File: src/logic/cache_pkg.sv
package cache_pkg;

  // ======================================================================
  // Cache geometry
  // ======================================================================

  // 1 KiB direct-mapped, 16-byte lines
  localparam int CACHE_BYTES    = 1024;
  localparam int LINE_BYTES     = 16;
  localparam int NUM_SETS       = CACHE_BYTES / LINE_BYTES;
  localparam int WORDS_PER_LINE = LINE_BYTES / 4;

  // Address field widths
  localparam int OFFSET_W = $clog2(LINE_BYTES);
  localparam int SET_W    = $clog2(NUM_SETS);
  localparam int TAG_W    = 32 - SET_W - OFFSET_W;
  localparam int IDX_W    = $clog2(WORDS_PER_LINE);

  // One 32-bit word per beat, so a line is one 4-beat burst
  localparam int BURST_BEATS = WORDS_PER_LINE;

  // Strobe of a full-word write
  localparam logic [3:0] FULL_STRB = 4'b1111;

  // ======================================================================
  // Types
  // ======================================================================

  typedef logic [31:0] word_t;
  typedef logic [3:0] strb_t;

  typedef logic [TAG_W-1:0] tag_t;
  typedef logic [SET_W-1:0] set_t;
  typedef logic [IDX_W-1:0] idx_t;

  // Byte address seen two ways
  // raw for AXI and line alignment, f for the lookup fields
  typedef union packed {
    logic [31:0] raw;
    struct packed {
      tag_t                        tag;
      set_t                        set;
      idx_t                        idx;
      logic [OFFSET_W-IDX_W-1:0]   byte_sel;
    } f;
  } cache_addr_u;

endpackage
File: src/logic/cache_ctrl.sv
module cache_ctrl
  import cache_pkg::*;
(
  input  logic        clk,
  input  logic        rst_n,

  // CPU side
  input  logic        i_rd_valid,
  input  logic        i_wr_valid,
  input  cache_addr_u i_wr_addr,
  input  word_t       i_wr_data,
  input  strb_t       i_wr_strb,
  input  cache_addr_u i_rd_addr,

  // Lookup results
  input  logic        i_rd_hit,
  input  logic        i_wr_hit,
  input  word_t       i_rd_word,
  input  word_t       i_req_word,

  // AXI handshakes in
  input  logic        i_arready,
  input  logic        i_rvalid,
  input  logic        i_rlast,
  input  logic        i_awready,
  input  logic        i_wready,

  // Store steering
  output logic        o_miss_start,
  output logic        o_beat,
  output logic        o_fill_done,
  output logic        o_wt_we,
  output logic        o_invalidate,

  // CPU responses
  output logic        o_rd_ready,
  output word_t       o_rd_data,
  output logic        o_rd_data_valid,
  output logic        o_wr_ready,

  // AXI manager
  output logic        o_arvalid,
  output cache_addr_u o_araddr,
  output logic        o_rready,
  output logic        o_awvalid,
  output cache_addr_u o_awaddr,
  output logic        o_wvalid,
  output word_t       o_wdata,
  output strb_t       o_wstrb
);

  typedef enum logic [1:0] {
    ST_IDLE,
    ST_READ_BURST,
    ST_WRITE
  } state_t;

  state_t state;
  state_t state_next;

  logic wr_start;
  logic rd_hit_acc;
  logic aw_done;
  logic w_done;
  logic aw_complete;
  logic w_complete;
  logic rd_data_valid_next;

  // ======================================================================
  // Request decode
  // ======================================================================

  // Read wins if both were ever raised
  assign o_miss_start = (state == ST_IDLE) && i_rd_valid && !i_rd_hit;
  assign wr_start     = (state == ST_IDLE) && i_wr_valid && !i_rd_valid;
  assign rd_hit_acc   = i_rd_valid && o_rd_ready && i_rd_hit;

  // Full-word hit goes into the line, partial hit drops it
  assign o_wt_we      = wr_start && i_wr_hit && (i_wr_strb == FULL_STRB);
  assign o_invalidate = wr_start && i_wr_hit && (i_wr_strb != FULL_STRB);

  // R channel is open only during the burst
  assign o_rready    = (state == ST_READ_BURST);
  assign o_beat      = i_rvalid && o_rready;
  assign o_fill_done = o_beat && i_rlast;

  // Channel done, either earlier or on this edge
  assign aw_complete = aw_done || (o_awvalid && i_awready);
  assign w_complete  = w_done || (o_wvalid && i_wready);

  // ======================================================================
  // State machine
  // ======================================================================

  always_comb begin
    state_next = state;
    case (state)
      ST_IDLE: begin
        if (o_miss_start) begin
          state_next = ST_READ_BURST;
        end else if (wr_start) begin
          state_next = ST_WRITE;
        end
      end
      ST_READ_BURST: begin
        if (o_fill_done) begin
          state_next = ST_IDLE;
        end
      end
      ST_WRITE: begin
        if (aw_complete && w_complete) begin
          state_next = ST_IDLE;
        end
      end
      default: begin
        state_next = ST_IDLE;
      end
    endcase
  end

  always_ff @(posedge clk) begin
    if (!rst_n) begin
      state <= ST_IDLE;
    end else begin
      state <= state_next;
    end
  end

  // ======================================================================
  // AXI valids and addresses
  // ======================================================================

  // Valids rise after the request edge and drop after their own handshake
  always_ff @(posedge clk) begin
    if (!rst_n) begin
      o_arvalid <= 1'b0;
      o_awvalid <= 1'b0;
      o_wvalid  <= 1'b0;
    end else begin
      o_arvalid <= o_miss_start || (o_arvalid && !i_arready);
      o_awvalid <= wr_start || (o_awvalid && !i_awready);
      o_wvalid  <= wr_start || (o_wvalid && !i_wready);
    end
  end

  // Line-aligned burst start
  always_ff @(posedge clk) begin
    if (o_miss_start) begin
      o_araddr.raw <= {i_rd_addr.raw[31:OFFSET_W], {OFFSET_W{1'b0}}};
    end
  end

  // CPU holds the write until o_wr_ready
  assign o_awaddr = i_wr_addr;
  assign o_wdata  = i_wr_data;
  assign o_wstrb  = i_wr_strb;

  // Sticky completion flags, cleared when a write starts
  always_ff @(posedge clk) begin
    if (!rst_n || wr_start) begin
      aw_done <= 1'b0;
      w_done  <= 1'b0;
    end else begin
      aw_done <= aw_complete;
      w_done  <= w_complete;
    end
  end

  // ======================================================================
  // CPU responses
  // ======================================================================

  // A hit may slip in during a write, never during a fill
  assign o_rd_ready = (state == ST_IDLE) || ((state == ST_WRITE) && i_rd_hit);
  assign o_wr_ready = (state == ST_WRITE) && aw_complete && w_complete;

  assign rd_data_valid_next = rd_hit_acc || o_fill_done;

  // Fill word on completion, stored word on a hit
  always_ff @(posedge clk) begin
    if (rd_data_valid_next) begin
      o_rd_data <= o_fill_done ? i_req_word : i_rd_word;
    end
  end

  always_ff @(posedge clk) begin
    if (!rst_n) begin
      o_rd_data_valid <= 1'b0;
    end else begin
      o_rd_data_valid <= rd_data_valid_next;
    end
  end

endmodule

File: config.mk
export PLATFORM = sky130hd
export DESIGN_NAME = cache_ctrl
export DESIGN_NICKNAME = d
export VERILOG_FILES = /design/src/logic/cache_pkg.sv /design/src/logic/cache_ctrl.sv
export SDC_FILE = /design/constraint.sdc
export NUM_CORES = 1
export LEC_CHECK = 0
export ABC_AREA = 1
export BUFFER_PORTS_ARGS = -buffer_cell sky130_fd_sc_hd__buf_4
export CAP_MARGIN = 10
export CORE_AREA = 2 2 125 127
export DETAILED_ROUTE_END_ITERATION = 10
export DIE_AREA = 0 0 127 129
export SYNTH_ARGS = -nofsm -noshare
export SYNTH_HDL_FRONTEND = slang
export SYNTH_SLANG_ARGS = --single-unit
File: constraint.sdc
create_clock -name clk -period 4.8 [get_ports clk]
set_clock_uncertainty 0.1 [all_clocks]
set_input_delay 0.96 -clock clk [delete_from_list [all_inputs] [get_ports clk]]
set_output_delay 0.96 -clock clk [all_outputs]
set_load 0.01 [all_outputs]
After elaboration in Yosys (flattened, before gate mapping)
Index checks and enable logic that the tools add are counted.
{"block": "word_totals", "input_bits": 175, "out_inout_bits": 144, "word_cells": 58, "regBits": 68}
{"block": "classes", "n_reduce_logical": 36, "n_eq_ne": 7, "mux": 6}
{"op": "$mux 32", "count": 1}
{"op": "$logic_and 1x1->1", "count": 20}
{"op": "$logic_or 1x1->1", "count": 8}
{"op": "$mux 2", "count": 4}
{"op": "$logic_not 1->1", "count": 6}
{"op": "$pmux 2 s3", "count": 1}
{"op": "$eq 4x4->1 const B", "count": 1}
{"op": "$ne 2x2->1 const B", "count": 2}
{"op": "$ne 4x4->1 const B", "count": 1}
{"op": "$ne 3x3->1 const B", "count": 1}
{"op": "$reduce_and 3->1", "count": 1}
{"op": "$eq 2x1->1 const B", "count": 1}
{"op": "$eq 2x2->1 const B", "count": 1}
{"op": "$logic_not 2->1", "count": 1}

Longest topological paths before layout
{"block": "depth", "ltp_word": 6, "depth_mapped": 7, "ltp_nobuf": 6}

Least setup slack after synthesis
No wires, ideal clock.
{"block": "synth_path", "path_kind": "input port to output port", "startpoint": "input i_rd_hit", "endpoint": "output o_miss_start", "t_required_ns": 3.740, "n_path_buf": 0, "cell_stages": 3, "t_arrival_ns": 1.750, "setup_slack_ns": 1.990, "path_cell_list": "inv_1 -> nand3_1 -> inv_1"}
{"block": "synth_via", "elab_chain_cells": 2}
{"element": "start, declared", "line": "cache_ctrl.sv:16", "source": "input logic i_rd_hit,"}
{"element": "$logic_not 1->1", "line": "cache_ctrl.sv:74", "source": "assign o_miss_start = (state == ST_IDLE) && i_rd_valid && !i_rd_hit;"}
{"element": "$logic_and 1x1->1", "line": "cache_ctrl.sv:74"}
{"element": "end, declared", "line": "cache_ctrl.sv:29", "source": "output logic o_miss_start,"}
Every way passes these cells.

Worst setup path after layout
{"block": "layout_path", "startpoint": "input i_rvalid", "endpoint": "output o_fill_done"}
{"block": "layout_via", "elab_chain_cells": 2}
{"element": "start, declared", "line": "cache_ctrl.sv:23", "source": "input logic i_rvalid,"}
{"element": "$logic_and 1x1->1", "line": "cache_ctrl.sv:84", "source": "assign o_beat = i_rvalid && o_rready;"}
{"element": "$logic_and 1x1->1", "line": "cache_ctrl.sv:85", "source": "assign o_fill_done = o_beat && i_rlast;"}
{"element": "end, declared", "line": "cache_ctrl.sv:31", "source": "output logic o_fill_done,"}
Every way passes these cells.

==> flow_summary_export.csv <==
group,metric,value,unit
pwr,switching_share,21.1,%
layout,nets,585,
worst_setup_path,path_max_fanout,35,
worst_setup_path,crit_top_cell,"buf_4",
yosys,netlist.area_leader.share,56.7,%
yosys,synth_area,3180,µm²
layout,n_fill_cell,1547,
worst_setup_path,cpMaxStageDelayCell,"clkinv_2",
cts,cts_max_level,3,
layout,diodes,0,
yosys,muxShareOfSynthArea,0,%
yosys,synth_cell_types,22,
global_routing,track_usage,11.3,%
worst_setup_path,critPathTopFamily,"buffers and inverters",
cts,cts.path.max_buffers,2,
yosys,synth_top_family_by_area,"buffers and inverters",
yosys,synth_warnings,0,
cts,numCtsBuffers,9,
route,antenna_left,0,
pwr,seqPwrFrac,46.0,%
cts,cts_tree,"built",
route,via_count,2357,
cts,clock-root-buffer,"clkbuf_16",
die,die_x,127,µm
die,initial_core_util,21.2,%
sta,hold_viol,0,
sta,worst_pin_slew,0.542,ns
yosys,synthXorXnorAreaFrac,0,%
pwr,pwr-share-clk,41.3,%
cts,ctsResizeCount,0,
placement,hpwlAfterDp,8160,µm
layout,final_util,30.0,%
sta,max_freq,297,MHz
placement,io_buffers,182,
sta,period_share,70.2,%
worst_hold_path,hp-class,"reg2reg",
die,io_pins,319,
pwr,ir_drop,171,µV
yosys,synth_simple_gate_area_share,16.0,%
die,core_area,15000,µm²
global_routing,grt_remaining_overflow,0,
yosys,synth_common_cells,"nand2_1, buf_4, edfxtp_1, inv_1, nand2_2",
worst_setup_path,start_kind,"primary input",
route,drtIter0Drc,121,
yosys,postSynthCellCount,290,
cts,clock_latency,0.32,ns
global_routing,grt_pass1_wl,13600,µm
cts,cts_hold_buf,0,
global_routing,grt_pass1_vias,2369,
route,finalWirelength,9920,µm
die,die_h,129,µm
yosys,synth_compound_area_share,1.58,%
worst_setup_path,crit_type,"in2out",
route,firstDrtPassIters,4,
yosys,synth.area.top_cells,"edfxtp_1, buf_4, nand2_1, dfxtp_1, nand2_2",
yosys,async_flop_share,0,%
yosys,yosysSeqAreaShare,61.8,%
worst_setup_path,crit_path_cell_trace,"buf_4 -> nand3_4 -> clkinv_2 -> buf_4",
job,cap_violations,0,
cts,cts_sinks,68,
layout,synthToLayoutAreaGrowth,41.3,%
cts,postCtsSetupBuffers,0,
run_status,outcome,"finished, final reports clean",
pwr,p_int,1.19,mW
sta,final_max_slew_viol_count,0,
yosys,synthAdderAreaFrac,0,%
yosys,yosysTopAreaCell,"edfxtp_1",
sta,fin_crit,3.37,ns
route,via_per_inst,3.91,
yosys,synth_flop_cell,"edfxtp_1",
route,wire_per_inst,16.4,µm
sta,fin_worst_hold_slack,0.358,ns
cts,clk_pin_slew,0.05,ns
global_routing,use_met1,9.11,%
sta,rsz0062_at_grt,"false",
yosys,yosysMostFrequentCell,"nand2_1",
pwr,p_leak,2.06,nW
sta,slew_headroom,63.8,%
yosys,syn_avg_cell_area,11.0,µm²
yosys,synth_seq_cells,68,
global_routing,top_usage_layer,"met2",
global_routing,met3_usage,5.90,%
global_routing,antenna_found_initial,0,
die,rows,45,
global_routing,grt_max_degree,36,
worst_setup_path,end_kind,"output pin",
worst_setup_path,crit_arrival,2.31,ns
worst_setup_path,critPathMaxStageDelay,0.55,ns
placement,place_congestion,0.783,
layout,drive_gt1_share,50.6,%
die,fp.dieArea,16400,µm²
pwr,comb_power_share,12.7,%
pwr,powerDensity,336,nW/µm²
sta,setup_violations,0,
worst_setup_path,worst-path-buf-inv,3,
pwr,p_total,1.51,mW
sta,setup_tns,0,ns
global_routing,use_met2,21.2,%
worst_setup_path,required,3.74,ns
route,drcViolationCount,0,
pwr,p_sw,0.318,mW
yosys,synth_edf_count,60,
## power by group through the flow
stage / combinational, mW / sequential, mW / clock (mW)
4_1_cts: 0.194 / 0.695 / 0.640
6_report: 0.191 / 0.694 / 0.623
5_1_grt: 0.207 / 0.697 / 0.671
2_1_floorplan: 0.105 / 0.721 / 0
3_3_place_gp: 0.190 / 0.705 / 0
3_5_place_dp: 0.194 / 0.706 / 0
## per-stage QoR
stage                     cells  instance area [µm²]  worst slack [ns]
after floorplan             293                 3190              1.99
after global placement      587                 4210              1.42
after detailed placement    587                 4210              1.38
after CTS                   603                 4490              1.38
after global routing        603                 4490              1.27
final                       603                 4490              1.43
## final timing paths
path	start	endpoint	slack [ns]	cells past startpoint
setup / recovery	i_rvalid	o_fill_done	1.43	4
hold / removal	w_done$_SDFF_PP0_	w_done$_SDFF_PP0_	0.36	2
setup reg to reg	state[1]$_SDFFE_PN0P_	o_rd_data[8]$_DFFE_PP_	2.80	5
hold reg to reg	w_done$_SDFF_PP0_	w_done$_SDFF_PP0_	0.36	2
## layer usage
layer  part of all wire [%]  vias up
met2                     54      140
met5                      0        -
met4                    4.6        0
met3                     13       44
li1                       -     1104
met1                     28     1069
## worst min-delay path, stage by stage, from the launching register on
cell and delay [ns]:
dfxtp_1 0.29, inv_1 0.06, a21oi_1 0.06
## flip-flops by register name, indices dropped and copies added, names as in the netlist
register,count
o_arvalid,1
aw_done,1
w_done,1
state,2
o_rd_data,32
o_awvalid,1
o_araddr,28
o_wvalid,1
o_rd_data_valid,1
## logic make-up (layout without fill, tap and decap cells)
logic type	Yosys count	after routing
and+or+nand+nor	119	119
buffers and inverters	92	214
other	1	4
DFF	68	68
AOI/OAI and AO/OA	10	10
## area by class of cell
type,count,area (µm²),share of cell area [%]
sequential,68,1960,43.7
inverter,14,53.8,1.20
clock buffer,13,240,5.35
timing repair buffer,184,1380,30.8
multi-input combinational,133,574,12.8
tap,188,235,5.24
clock inverter,3,40.0,0.892
## cell usage in the layout, fill, tap and decap left out
cell type,count
nand3_1,2
nand3_4,1
clkbuf_1,4
o21ai_0,1
edfxtp_1,60
nand3b_1,1
bufinv_16,1
nor3b_1,1
inv_2,1
nor2_1,2
nand2_2,10
nand4_1,1
clkbuf_16,9
nand2_1,97
dfxtp_1,8
conb_1,4
buf_4,184
a21oi_1,9
nor2_4,1
inv_1,12
nor3_1,3
clkinv_2,3
No activity file was read; power rests on OpenSTA's default activity.
