File: src/logic/cache_pkg.sv
package cache_pkg;

  // ======================================================================
  // Cache geometry
  // ======================================================================

  // 1 KiB direct-mapped, 16-byte lines
  localparam int CACHE_BYTES    = 1024;
  localparam int LINE_BYTES     = 16;
  localparam int NUM_SETS       = CACHE_BYTES / LINE_BYTES;
  localparam int WORDS_PER_LINE = LINE_BYTES / 4;

  // Address field widths
  localparam int OFFSET_W = $clog2(LINE_BYTES);
  localparam int SET_W    = $clog2(NUM_SETS);
  localparam int TAG_W    = 32 - SET_W - OFFSET_W;
  localparam int IDX_W    = $clog2(WORDS_PER_LINE);

  // One 32-bit word per beat, so a line is one 4-beat burst
  localparam int BURST_BEATS = WORDS_PER_LINE;

  // Strobe of a full-word write
  localparam logic [3:0] FULL_STRB = 4'b1111;

  // ======================================================================
  // Types
  // ======================================================================

  typedef logic [31:0] word_t;
  typedef logic [3:0] strb_t;

  typedef logic [TAG_W-1:0] tag_t;
  typedef logic [SET_W-1:0] set_t;
  typedef logic [IDX_W-1:0] idx_t;

  // Byte address seen two ways
  // raw for AXI and line alignment, f for the lookup fields
  typedef union packed {
    logic [31:0] raw;
    struct packed {
      tag_t                        tag;
      set_t                        set;
      idx_t                        idx;
      logic [OFFSET_W-IDX_W-1:0]   byte_sel;
    } f;
  } cache_addr_u;

endpackage
File: src/logic/cache_fill_unit.sv
module cache_fill_unit
  import cache_pkg::*;
(
  input  logic        clk,

  // Miss taken this cycle
  input  logic        i_miss_start,
  input  cache_addr_u i_rd_addr,

  // R beat accepted this cycle
  input  logic        i_beat,
  input  word_t       i_rdata,

  // Line target for the tag and data stores
  output tag_t        o_fill_tag,
  output set_t        o_fill_set,
  output idx_t        o_fill_idx,
  output word_t       o_fill_word,

  // Word the CPU asked for
  output word_t       o_req_word
);

  // ======================================================================
  // Miss address capture
  // ======================================================================

  // Held for the whole burst
  // rd_addr is free to change after the miss handshake
  tag_t  miss_tag;
  set_t  miss_set;
  idx_t  miss_idx;

  // Word index of the next beat
  idx_t  beat_idx;

  // Requested word, once its beat has passed
  word_t req_word_q;

  // Current beat carries the requested word
  logic  req_beat;

  always_ff @(posedge clk) begin
    if (i_miss_start) begin
      miss_tag <= i_rd_addr.f.tag;
      miss_set <= i_rd_addr.f.set;
      miss_idx <= i_rd_addr.f.idx;
    end
  end

  // ======================================================================
  // Beat indexing
  // ======================================================================

  // Incrementing burst starts at word 0 of the line
  always_ff @(posedge clk) begin
    if (i_miss_start) begin
      beat_idx <= '0;
    end else if (i_beat) begin
      beat_idx <= beat_idx + 1'b1;
    end
  end

  assign req_beat = i_beat && (beat_idx == miss_idx);

  // Grab the requested word as it goes by
  always_ff @(posedge clk) begin
    if (req_beat) begin
      req_word_q <= i_rdata;
    end
  end

  // ======================================================================
  // Outputs
  // ======================================================================

  assign o_fill_tag  = miss_tag;
  assign o_fill_set  = miss_set;
  assign o_fill_idx  = beat_idx;
  assign o_fill_word = i_rdata;

  // Bypass when the last beat is the requested one
  assign o_req_word  = req_beat ? i_rdata : req_word_q;

endmodule

File: config.mk
export PLATFORM = sky130hd
export DESIGN_NAME = cache_fill_unit
export DESIGN_NICKNAME = d
export VERILOG_FILES = /design/src/logic/cache_pkg.sv /design/src/logic/cache_fill_unit.sv
export SDC_FILE = /design/constraint.sdc
export NUM_CORES = 1
export LEC_CHECK = 0
export BUFFER_PORTS_ARGS = -buffer_cell sky130_fd_sc_hd__buf_2
export CORE_MARGIN = 2
export CORE_UTILIZATION = 44
export CTS_CLUSTER_SIZE = 10
export DETAILED_ROUTE_END_ITERATION = 8
export PLACE_DENSITY = 0.9
export SYNTH_ARGS = -nofsm -noshare
export SYNTH_HDL_FRONTEND = slang
export SYNTH_SLANG_ARGS = --single-unit
File: constraint.sdc
create_clock -name clk -period 4.5 [get_ports clk]
set_clock_uncertainty 0.1 [all_clocks]
set_input_delay 1.125 -clock clk [delete_from_list [all_inputs] [get_ports clk]]
set_output_delay 1.125 -clock clk [all_outputs]
set_load 0.02 [all_outputs]
**Yosys cells after proc, flatten, opt, wreduce, memory -nomap -nowiden**

Index checks and enable logic that the tools add are counted.

- Register bits: 64
- Input bits: 67
- Output and inout bits: 94
- Word-level logic and storage cells: 9

- Add/subtract/negate cells: 1
- Equal/unequal tests: 1
- Muxes and demuxes: 1
- Reductions and logical operators: 1

Operators by type and width:

| cell | count |
|---|---|
| 2-to-1 mux 32 bit | 1 |
| adder 2 x 1 -> 2 bit (second input constant) | 1 |
| equality test 2 bit | 1 |
| logical AND 1 bit | 1 |

**Longest topological paths before layout**

Gate-level depths: netlist (run 1).

- Depth after elaboration: 3
- Depth in mapped cells: 4

**Worst setup path before layout (run 1)**

Ideal clock, no wire load.

- Kind: input-to-output
- Start point: input port i_beat
- End point: output port o_req_word[0]
- Arrival: 1.757 ns
- Data required time: 3.275 ns
- Slack: 1.518 ns
- Stages on the path: 3
- Path through: nand3_2 -> buf_6 -> mux2_4

- Word-level cells in the longest chain between the ends: 2

RTL lines:

| what | line | source |
|---|---|---|
| start, declared | cache_fill_unit.sv:11 | `input logic i_beat,` |
| logical AND 1 bit | cache_fill_unit.sv:64 | `assign req_beat = i_beat && (beat_idx == miss_idx);` |
| 2-to-1 mux 32 bit | -- |  |
| end, declared | cache_fill_unit.sv:21 | `output word_t o_req_word` |

No other way between the ends.

**Worst setup path in the final report (run 1)**

- Start point: input port i_beat
- End point: output port o_req_word[31]

The elaborated chain is that of the path after synthesis.

==> results of run 1 <==
## through the flow
stage	power, µW	cells	utilization
floorplan	1250	139	-
global placement	1410	333	0.582
detailed placement	1430	333	0.582
CTS	1980	349	0.626
global route	2050	349	0.626
finish	1960	349	0.626
## synth_stat cells
library cell                n  area share
sky130_fd_sc_hd__dfxtp_1   34        0.29
sky130_fd_sc_hd__buf_4     32        0.10
sky130_fd_sc_hd__edfxtp_1  30        0.38
sky130_fd_sc_hd__mux2_4    30        0.19
sky130_fd_sc_hd__buf_6      3       0.014
sky130_fd_sc_hd__xnor2_1    3       0.011
sky130_fd_sc_hd__mux2_2     2      0.0094
sky130_fd_sc_hd__nor2_1     2      0.0031
sky130_fd_sc_hd__nand2_1    1      0.0016
sky130_fd_sc_hd__nand3_2    1      0.0042
sky130_fd_sc_hd__xor2_1     1      0.0037
## cell type report
| class | count | area, µm² |
|---|---|---|
| tap | 70 | 87.6 |
| clock buffer | 9 | 124 |
| multi-input combinational | 40 | 529 |
| fill | 404 | 1940 |
| sequential | 64 | 1580 |
| clock inverter | 7 | 103 |
| timing repair buffer | 159 | 811 |
## cell families after synthesis
family / after synthesis / synth area share
XOR/XNOR: 4 / 0.0147
buffers and inverters: 35 / 0.115
flip-flops: 64 / 0.663
multiplexers: 32 / 0.198
AND/OR/NAND/NOR: 4 / 0.00892
## power groups by stage
stage / combinational, µW / clock (µW) / sequential [µW]
3_5_place_dp: 622 / 0 / 808
5_1_grt: 656 / 583 / 810
2_1_floorplan: 427 / 0 / 826
6_report: 619 / 541 / 796
4_1_cts: 625 / 558 / 797
3_3_place_gp: 612 / 0 / 801
## registers in the layout, summed over array words and instances, names as in the netlist
signal      cells
miss_idx        2
o_fill_idx      2
o_fill_set      6
o_fill_tag     22
req_word_q     32
## worst max-delay path: cells and delay by family
kind	cells	cell delay, ns
buffers and inverters	3	0.54
muxes	1	0.37
and+or+nand+nor	1	0.17
## worst min path at each step
stage                          end  slack (ns)  cells past startpoint
floorplan            req_word_q[0]        0.40                      1
global placement    req_word_q[27]        0.35                      1
detailed placement  req_word_q[11]        0.35                      1
CTS                  req_word_q[4]        0.37                      1
global route        req_word_q[17]        0.39                      1
finish              req_word_q[20]        0.37                      1
## per-layer routing
metal / share of wire / vias to the layer above / routed length [µm] / track usage
met3: 0.093 / 5 / 405 / 0.0430
met2: 0.53 / 89 / 2320 / 0.263
met5: 0 / - / 0 / 0
li1: - / 725 / - / -
met1: 0.36 / 685 / 1570 / 0.144
met4: 0.012 / 0 / 51 / 0.0804
==> run metrics, run 1 <==
Leak 0.00163 µW; unrepaired setup endpoints after global routing false; max capacitance violation total 0; fin worst setup slack 1.05 ns; worst-margin pin slew 0.646 ns; root buffer selected by CTS sky130_fd_sc_hd__clkbuf_8; initial cell density of the core 0.461; worst-case setup slack after placement 1.04 ns; post-CTS setup buffer count 0; crit path cell chain buf_2 > nand3_2 > buf_12 > mux2_2 > buf_2; relative area change from synthesis to final layout 35.7%; number of antenna violations at the first check in global routing 0; number of buffers created by CTS 9; mean area per synthesized cell 17.2 µm²; Die X 77.6 µm; quantity of gates resized following cts 0; TritonRoute pass-1 iters 4; Worst Setup Start Kind primary input; number of buffers inserted for hold repair after clock tree synthesis 0; final number of hold-violating endpoints 0; highest attainable clock frequency 290 MHz; accumulated negative setup slack 0 ns; post-detailed-placement half-perimeter wirelength 3390 µm; number of antenna repair diodes 0; run status finished clean; count of H-tree levels built during CTS 3; overall track demand over capacity in global routing 0.144; Max-slew headroom 0.569; share of total power in sequential cells 0.407; max-slew violations 0; vertical extent of the die 77.6 µm; required arrival time at the worst endpoint 3.27 ns; slowest cell on the critical path sky130_fd_sc_hd__mux2_2; fraction of power spent switching nets 0.307; hold slack final 0.371 ns; warning count from the yosys run 0; antenna viol nets, final 0; standard cell area after detailed placement 3010 µm²; VDD IR max 353 µV; drt wl/cell 12.4 µm; final critical delay including setup and external delays 3.45 ns; largest net degree at the start of global routing 33; class of the worst hold path reg -> reg; sequential cell area fraction in the yosys report 0.663; total power density per cell area 604 nW/µm²; cell count of the worst reg-to-reg path 4; Netlist Area Pre-Place 2380 µm²; Design Area, Final 3240 µm²; number of buffers on the longest clock path 2; first-pass GRT wire length 6600 µm; via count of the first global-routing pass 1441; Iteration-0 DRC Markers 51; switching pwr 600 µW; number of distinct library cells after synthesis 11; port bufs 158; routed vias/inst 4.31; die area 6020 µm²; most frequent cells in the layout sky130_fd_sc_hd__buf_2 (158), sky130_fd_sc_hd__dfxtp_1 (34), sky130_fd_sc_hd__mux2_4 (30), sky130_fd_sc_hd__edfxtp_1 (30), sky130_fd_sc_hd__clkbuf_8 (9); slack of the worst reg-to-reg path 2.90 ns; Mapped Cells 139; latest clock arrival within the worst-skew pair 0.32 ns; CTS tree built; core footprint 5170 µm²; DR DRC count 0; Critical Path Sink o_req_word[31]; drt total wl 4350 µm; critical path arrival 2.22 ns; number of placement rows 26; share of the cycle needed by the critical path after routing 0.766; proportion of power drawn by combinational gates 0.316; most frequent standard cell in the layout excluding fill and tap cells sky130_fd_sc_hd__buf_2; internal power 1360 µW; number of I/O pins 161; critical register-to-register path endpoint req_word_q[15]; kind of end point of the critical path output port; Post-Synthesis Net Count 206; CP startpoint i_beat; start of the worst register-to-register path miss_idx[1]; fraction of final layout cells with drive strength greater than 1 0.746; CTS clock-pin slew for the worst setup and hold paths 0.06 ns; Final Setup Violations 0; most frequent CP cell sky130_fd_sc_hd__buf_2; weighted congestion reported at the end of routability-driven placement 0.652; maximum cell stage delay along the critical path 0.37 ns; post-synthesis sequential element count 64; TritonCTS sink count 64; hold path start req_word_q[20]; startpoint-to-endpoint class of the critical path in -> out; Clock power frac 0.277; vias after detailed routing 1504; Final #Nets 341; largest fanout on the critical path 28; sum of overflow across all layers after global routing 0
No activity file was read; power rests on OpenSTA's default activity.
==> run 2: changes to the inputs <==
- CORE_UTILIZATION: 44 -> 37
- PLACE_DENSITY: 0.9 -> 0.81
- clock period: 4.5 -> 2.95 ns (I/O delays scaled with it)
==> run 2 against run 1 <==
Combinational power grew 53%. Power increased by 48%. Non-clock buffer count unchanged. Setup slack got worse by 0.69 ns. Cell area shrank 0.62%. Register-to-register slack worse by 1.4 ns. Core utilization is 11 points lower. Clock-buffer cell count increased by 2. Global-route usage down 1.5 points. Sequential share of layout area increased by 0.30 points. Critical path type is now reg -> out. Largest power group unchanged. Highest routed layer unchanged.
==> run metrics, run 2 (synthesized netlist as in run 1, its figures left out) <==
root buffer selected by CTS sky130_fd_sc_hd__clkbuf_8; kind of end point of the critical path output port; vertical extent of the die 84.3 µm (+8.6%); number of buffers on the longest clock path 2 (unchanged); weighted congestion reported at the end of routability-driven placement 0.658 (+0.86%); final number of hold-violating endpoints 0 (unchanged); initial cell density of the core 0.380 (-0.0811); worst path buffer plus inverter count 2 (-1); Clock power frac 0.253 (-0.024); vias after detailed routing 1505 (+0.066%); fraction of power spent switching nets 0.309 (+0.00252); start of the worst register-to-register path miss_idx[1]; Largest register FFs 32 (unchanged); core footprint 6280 µm² (+21%); Worst Hold Path Cells 1 (unchanged); post-CTS setup buffer count 0 (unchanged); total power density per cell area 899 nW/µm² (+49%); Final Setup Violations 0 (unchanged); antenna viol nets, final 0 (unchanged); Iteration-0 DRC Markers 32 (-37%); Die X 84.3 µm (+8.6%); total chip power 2890 µW (+48%); port bufs 158 (unchanged); CTS tree built; fraction of final layout cells with drive strength greater than 1 0.742 (-0.00358); required arrival time at the worst endpoint 2.11 ns (-1.16 ns); number of placement rows 29 (+12%); highest attainable clock frequency 386 MHz; largest net degree at the start of global routing 33 (unchanged); drt wl/cell 12.9 µm (+3.9%); TritonRoute pass-1 iters 3 (-1); internal power 2000 µW (+47%); Hold EP req_word_q[3]; Reg with most FFs req_word_q; largest fanout on the critical path 32 (+14%); number of antenna violations at the first check in global routing 0 (unchanged); final critical delay including setup and external delays 2.59 ns; TritonCTS sink count 64 (unchanged); Leak 0.00162 µW (-0.68%); relative area change from synthesis to final layout 34.8%; class of the worst hold path reg -> reg; maximum cell stage delay along the critical path 0.38 ns (about the same); die area 7100 µm² (+18%); number of I/O pins 161 (unchanged); first-pass GRT wire length 6980 µm (+5.7%); VDD IR max 409 µV (+16%); most frequent cells in the layout sky130_fd_sc_hd__buf_2 (158), sky130_fd_sc_hd__dfxtp_1 (34), sky130_fd_sc_hd__mux2_4 (30), sky130_fd_sc_hd__edfxtp_1 (30), sky130_fd_sc_hd__clkbuf_8 (10); sum of overflow across all layers after global routing 0 (unchanged); max-slew violations 0 (unchanged); accumulated negative setup slack 0 ns (unchanged); share of the cycle needed by the critical path after routing 0.878; Max-slew headroom 0.542 (-0.0277); via count of the first global-routing pass 1478 (+2.6%); worst-margin pin slew 0.688 ns (+0.0416 ns); startpoint-to-endpoint class of the critical path reg -> out; hold path start req_word_q[3]; CTS clock-pin slew for the worst setup and hold paths 0.07 ns (about the same); family with the most delay on the worst path buffers and inverters; count of H-tree levels built during CTS 3 (unchanged); most frequent standard cell in the layout excluding fill and tap cells sky130_fd_sc_hd__buf_2; number of buffers created by CTS 9 (unchanged); DR DRC count 0 (unchanged); Worst path depth 5 (unchanged); cell count of the worst reg-to-reg path 4 (unchanged); run status finished clean; slack of the worst reg-to-reg path 1.47 ns (-1.43 ns); Final #Nets 341 (unchanged); slowest cell on the critical path sky130_fd_sc_hd__edfxtp_1; quantity of gates resized following cts 0 (unchanged); crit path cell chain xnor2_1 > nand3_2 > buf_12 > mux2_2 > buf_2; drt total wl 4600 µm (+6.0%); latest clock arrival within the worst-skew pair 0.32 ns (about the same); share of total power in sequential cells 0.421 (+0.014); number of antenna repair diodes 0 (unchanged); switching pwr 894 µW (+49%); max capacitance violation total 0 (unchanged); critical path arrival 1.75 ns (-0.47 ns); critical register-to-register path endpoint req_word_q[26]; overall track demand over capacity in global routing 0.129 (-0.0151); unrepaired setup endpoints after global routing false; routed vias/inst 4.23 (-1.9%); proportion of power drawn by combinational gates 0.327 (+0.011); Worst Setup Start Kind flop; number of buffers inserted for hold repair after clock tree synthesis 0 (unchanged)
run 2: cell count changes in the layout (fill, tap and decap cells not counted), sizes merged:
cell,previous run,this run
inv,2,0
clkinv,2,3
clkbuf,9,11
bufinv,2,1
run 2: worst max path at each step:
stage / endpoint / slack [ns] / start
CTS: o_req_word[26] / 0.32 / miss_idx[1]
detailed placement: o_req_word[31] / 0.36 / i_beat
global route: o_req_word[26] / 0.25 / miss_idx[0]
floorplan: o_req_word[0] / 0.74 / i_beat
finish: o_req_word[26] / 0.36 / miss_idx[1]
global placement: o_req_word[31] / 0.37 / i_beat
run 2: power groups by stage:
stage          sequential, µW  clock (µW)  combinational (µW)
3_5_place_dp             1230           0                 952
3_3_place_gp             1220           0                 936
6_report                 1220         731                 944
5_1_grt                  1240         806                 998
4_1_cts                  1220         760                 958
2_1_floorplan            1260           0                 651
run 2: layout make-up:
| class | count | area [µm²] |
|---|---|---|
| multi-input combinational | 40 | 529 |
| fill | 542 | 3060 |
| clock inverter | 5 | 56.3 |
| sequential | 64 | 1580 |
| timing repair buffer | 159 | 811 |
| tap | 77 | 96.3 |
| clock buffer | 11 | 141 |
run 2: metrics by stage:
stage          instance area (µm²)  worst slack (ns)   util  hold slack, ns  cells
3_5_place_dp                  3020             0.364  0.481           0.353    340
4_1_cts                       3220             0.320  0.512           0.374    356
6_report                      3220             0.360  0.512           0.371    356
5_1_grt                       3220             0.249  0.512           0.383    356
2_1_floorplan                 2380             0.743      -           0.401    139
3_3_place_gp                  3020             0.370  0.481           0.352    340
run 2: metal layers:
metal	share of wire	track usage	vias up	wire, µm
met4	0.014	0.0792	0	65
li1	-	-	726	-
met2	0.51	0.215	80	2370
met5	0	0	-	0
met1	0.38	0.141	694	1760
met3	0.089	0.0433	5	412
==> run 3: changes to the inputs <==
- ABC_AREA: not set -> 1
==> run 3 against run 2 <==
Wire length is 10% higher. Fmax is 0.86% lower. Worst hold slack worse by 0.028 ns. Flip-flop and latch count stayed put. Core utilization is 0.25 points lower. Critical path depth is 2 higher. Clock power is 15% higher. Combinational power is 31% lower. Critical endpoint is now o_req_word[3]. Largest cell class unchanged. Highest routed layer is now met5.
==> run metrics, run 3 <==
max capacitance violation total 0 (unchanged); area share of the leading cell type in the synthesized netlist 0.371 (-0.00700); Final Setup Violations 0 (unchanged); drt total wl 5070 µm (+10%); TritonCTS sink count 64 (unchanged); total power density per cell area 809 nW/µm² (-10%); die area 7230 µm² (+1.8%); number of antenna repair diodes 0 (unchanged); CTS clock-pin slew for the worst setup and hold paths 0.07 ns (about the same); most frequent cells in the layout sky130_fd_sc_hd__buf_2 (158), sky130_fd_sc_hd__nand2_1 (64), sky130_fd_sc_hd__dfxtp_1 (34), sky130_fd_sc_hd__nand3_1 (32), sky130_fd_sc_hd__edfxtp_1 (30); unrepaired setup endpoints after global routing false; number of enable-type register cells in the synthesized netlist 30 (unchanged); Mapped Cells 222 (+60%); standard cell area after detailed placement 3010 µm² (-0.29%); fraction of final layout cells with drive strength greater than 1 0.524 (-0.218); CTS tree built; accumulated negative setup slack 0 ns (unchanged); most frequent standard cell in the layout excluding fill and tap cells sky130_fd_sc_hd__buf_2; overall track demand over capacity in global routing 0.142 (+0.0137); vertical extent of the die 85.0 µm (+0.89%); primary flip-flop cell chosen by synthesis mapping sky130_fd_sc_hd__dfxtp_1; share of the cycle needed by the critical path after routing 0.886 (+0.00762); core footprint 6350 µm² (+1.2%); TritonRoute pass-1 iters 4 (+1); final critical delay including setup and external delays 2.61 ns (+0.0225 ns); largest fanout on the critical path 32 (unchanged); Reg with most FFs req_word_q; Post-Synthesis Net Count 289 (+40%); sequential cell area fraction in the yosys report 0.651 (-0.0123); vias after detailed routing 1934 (+29%); top layer in use met5; run status finished clean; via count of the first global-routing pass 1839 (+24%); required arrival time at the worst endpoint 2.11 ns (about the same); mean area per synthesized cell 10.9 µm² (-36%); number of I/O pins 161 (unchanged); cell type contributing the most total cell area after synthesis sky130_fd_sc_hd__edfxtp_1; number of distinct library cells after synthesis 16 (+5); routed vias/inst 4.46 (+5.4%); initial cell density of the core 0.383 (+0.00275); Design Area, Final 3240 µm² (+0.66%); post-detailed-placement half-perimeter wirelength 3740 µm; total met2 wirelength after detailed routing 2560 µm (+7.9%); number of buffers on the longest clock path 2 (unchanged); most frequent cell after synthesis sky130_fd_sc_hd__nand2_1; DR DRC count 0 (unchanged); Filler Cell Count 567 (+4.6%); worst-case setup slack after placement 0.300 ns (-0.0639 ns); Leak 0.00167 µW (+3.3%); startpoint-to-endpoint class of the critical path in -> out; sum of overflow across all layers after global routing 0 (unchanged); antenna viol nets, final 0 (unchanged); fin worst setup slack 0.338 ns (-0.0225 ns); class of the worst hold path reg -> reg; top post-synthesis cells by area sky130_fd_sc_hd__edfxtp_1 (37%), sky130_fd_sc_hd__dfxtp_1 (28%), sky130_fd_sc_hd__buf_4 (9.9%); VDD IR max 428 µV (+4.5%); Iteration-0 DRC Markers 45 (+41%); quantity of gates resized following cts 0 (unchanged); root buffer selected by CTS sky130_fd_sc_hd__clkbuf_8; largest net degree at the start of global routing 33 (unchanged); number of buffers inserted for hold repair after clock tree synthesis 0 (unchanged); drt wl/cell 11.7 µm (-9.7%); relative area change from synthesis to final layout 33.2%; weighted congestion reported at the end of routability-driven placement 0.695 (+5.6%); number of buffers created by CTS 9 (unchanged); post-synthesis sequential element count 64 (unchanged); Netlist Area Pre-Place 2430 µm² (+1.9%); max-slew violations 0 (unchanged); warning count from the yosys run 0 (unchanged); Max-slew headroom 0.545 (+0.00376); Largest register FFs 32 (unchanged); latest clock arrival within the worst-skew pair 0.33 ns (about the same); post-CTS setup buffer count 0 (unchanged); Die X 85.0 µm (+0.89%); Final #Nets 419 (+23%); number of placement rows 29 (unchanged); number of antenna violations at the first check in global routing 1 (+1); wire length on met3 553 µm (+34%); count of H-tree levels built during CTS 3 (unchanged); critical path arrival 1.77 ns (+0.02 ns); worst-margin pin slew 0.682 ns (-0.00565 ns); most frequent cells after synthesis sky130_fd_sc_hd__nand2_1 (64), sky130_fd_sc_hd__dfxtp_1 (34), sky130_fd_sc_hd__buf_4 (32), sky130_fd_sc_hd__nand3_1 (32), sky130_fd_sc_hd__edfxtp_1 (30); port bufs 158 (unchanged); Worst Setup Start Kind primary input; ys async rst share 0 (unchanged); met1 layer wirelength in the final routing 1820 µm (+3.4%); first-pass GRT wire length 8110 µm (+16%); highest attainable clock frequency 383 MHz (-0.86%); kind of end point of the critical path output port; final number of hold-violating endpoints 0 (unchanged)
## run 3: cell types whose count changed after synthesis, sizes merged, moves of 2 or more
| cell | before | now |
|---|---|---|
| nand2 | 1 | 70 |
| mux2 | 32 | 0 |
| nand3 | 1 | 33 |
| buf | 35 | 41 |
| inv | 0 | 6 |
| nor2 | 2 | 5 |
| xnor2 | 3 | 0 |
| nor3 | 0 | 2 |
## run 3: logic make-up (layout without fill, tap and decap cells)
logic type / after synthesis / after routing / synth area share
AO/OA/AOI/OAI: 1 / 1 / 0.00361
buffers and inverters: 47 / 182 / 0.142
flip-flops: 64 / 64 / 0.651
AND/OR/NAND/NOR: 110 / 110 / 0.203
## run 3: layer usage
layer | up-vias | GRT usage
met3 | 14 | 0.0652
met1 | 860 | 0.140
met2 | 99 | 0.252
li1 | 959 | -
met5 | - | 0
met4 | 2 | 0.0678
## run 3: power breakdown
part | internal (µW) | switching, µW
registers | 1090 | 44.7
clock network | 485 | 351
logic | 210 | 437
## run 3: stage by stage
step	util	hold WS, ns	total power [µW]	std cells
floorplan	-	0.459	1600	222
global placement	0.474	0.323	1790	418
detailed placement	0.474	0.326	1810	418
CTS	0.510	0.347	2660	434
global route	0.510	0.373	2770	434
finish	0.510	0.343	2620	434
## run 3: worst paths after layout
path | cells after the start | to | start | slack, ns
hold / removal | 2 | req_word_q[18] | req_word_q[18] | 0.34
setup / recovery | 7 | o_req_word[3] | i_beat | 0.34
hold reg to reg | 2 | req_word_q[18] | req_word_q[18] | 0.34
setup reg to reg | 6 | req_word_q[3] | miss_idx[1] | 1.47
## run 3: worst max-delay path, cell delays in order
cell and delay, ns:
sky130_fd_sc_hd__buf_2 0.11, sky130_fd_sc_hd__inv_1 0.05, sky130_fd_sc_hd__a21oi_2 0.14, sky130_fd_sc_hd__nand3_4 0.32
sky130_fd_sc_hd__nand2_1 0.17, sky130_fd_sc_hd__nand2_1 0.09, sky130_fd_sc_hd__buf_2 0.17
## run 3: cell type report
type                    count  area [µm²]  area share
inverters                   6        22.5     0.00696
repair buffers            160         806       0.249
multi-input cells         111         503       0.155
clock buffers               9         124      0.0383
flip-flops and latches     64        1580       0.489
well taps                  77        96.3      0.0298
clock inverters             7         104      0.0321
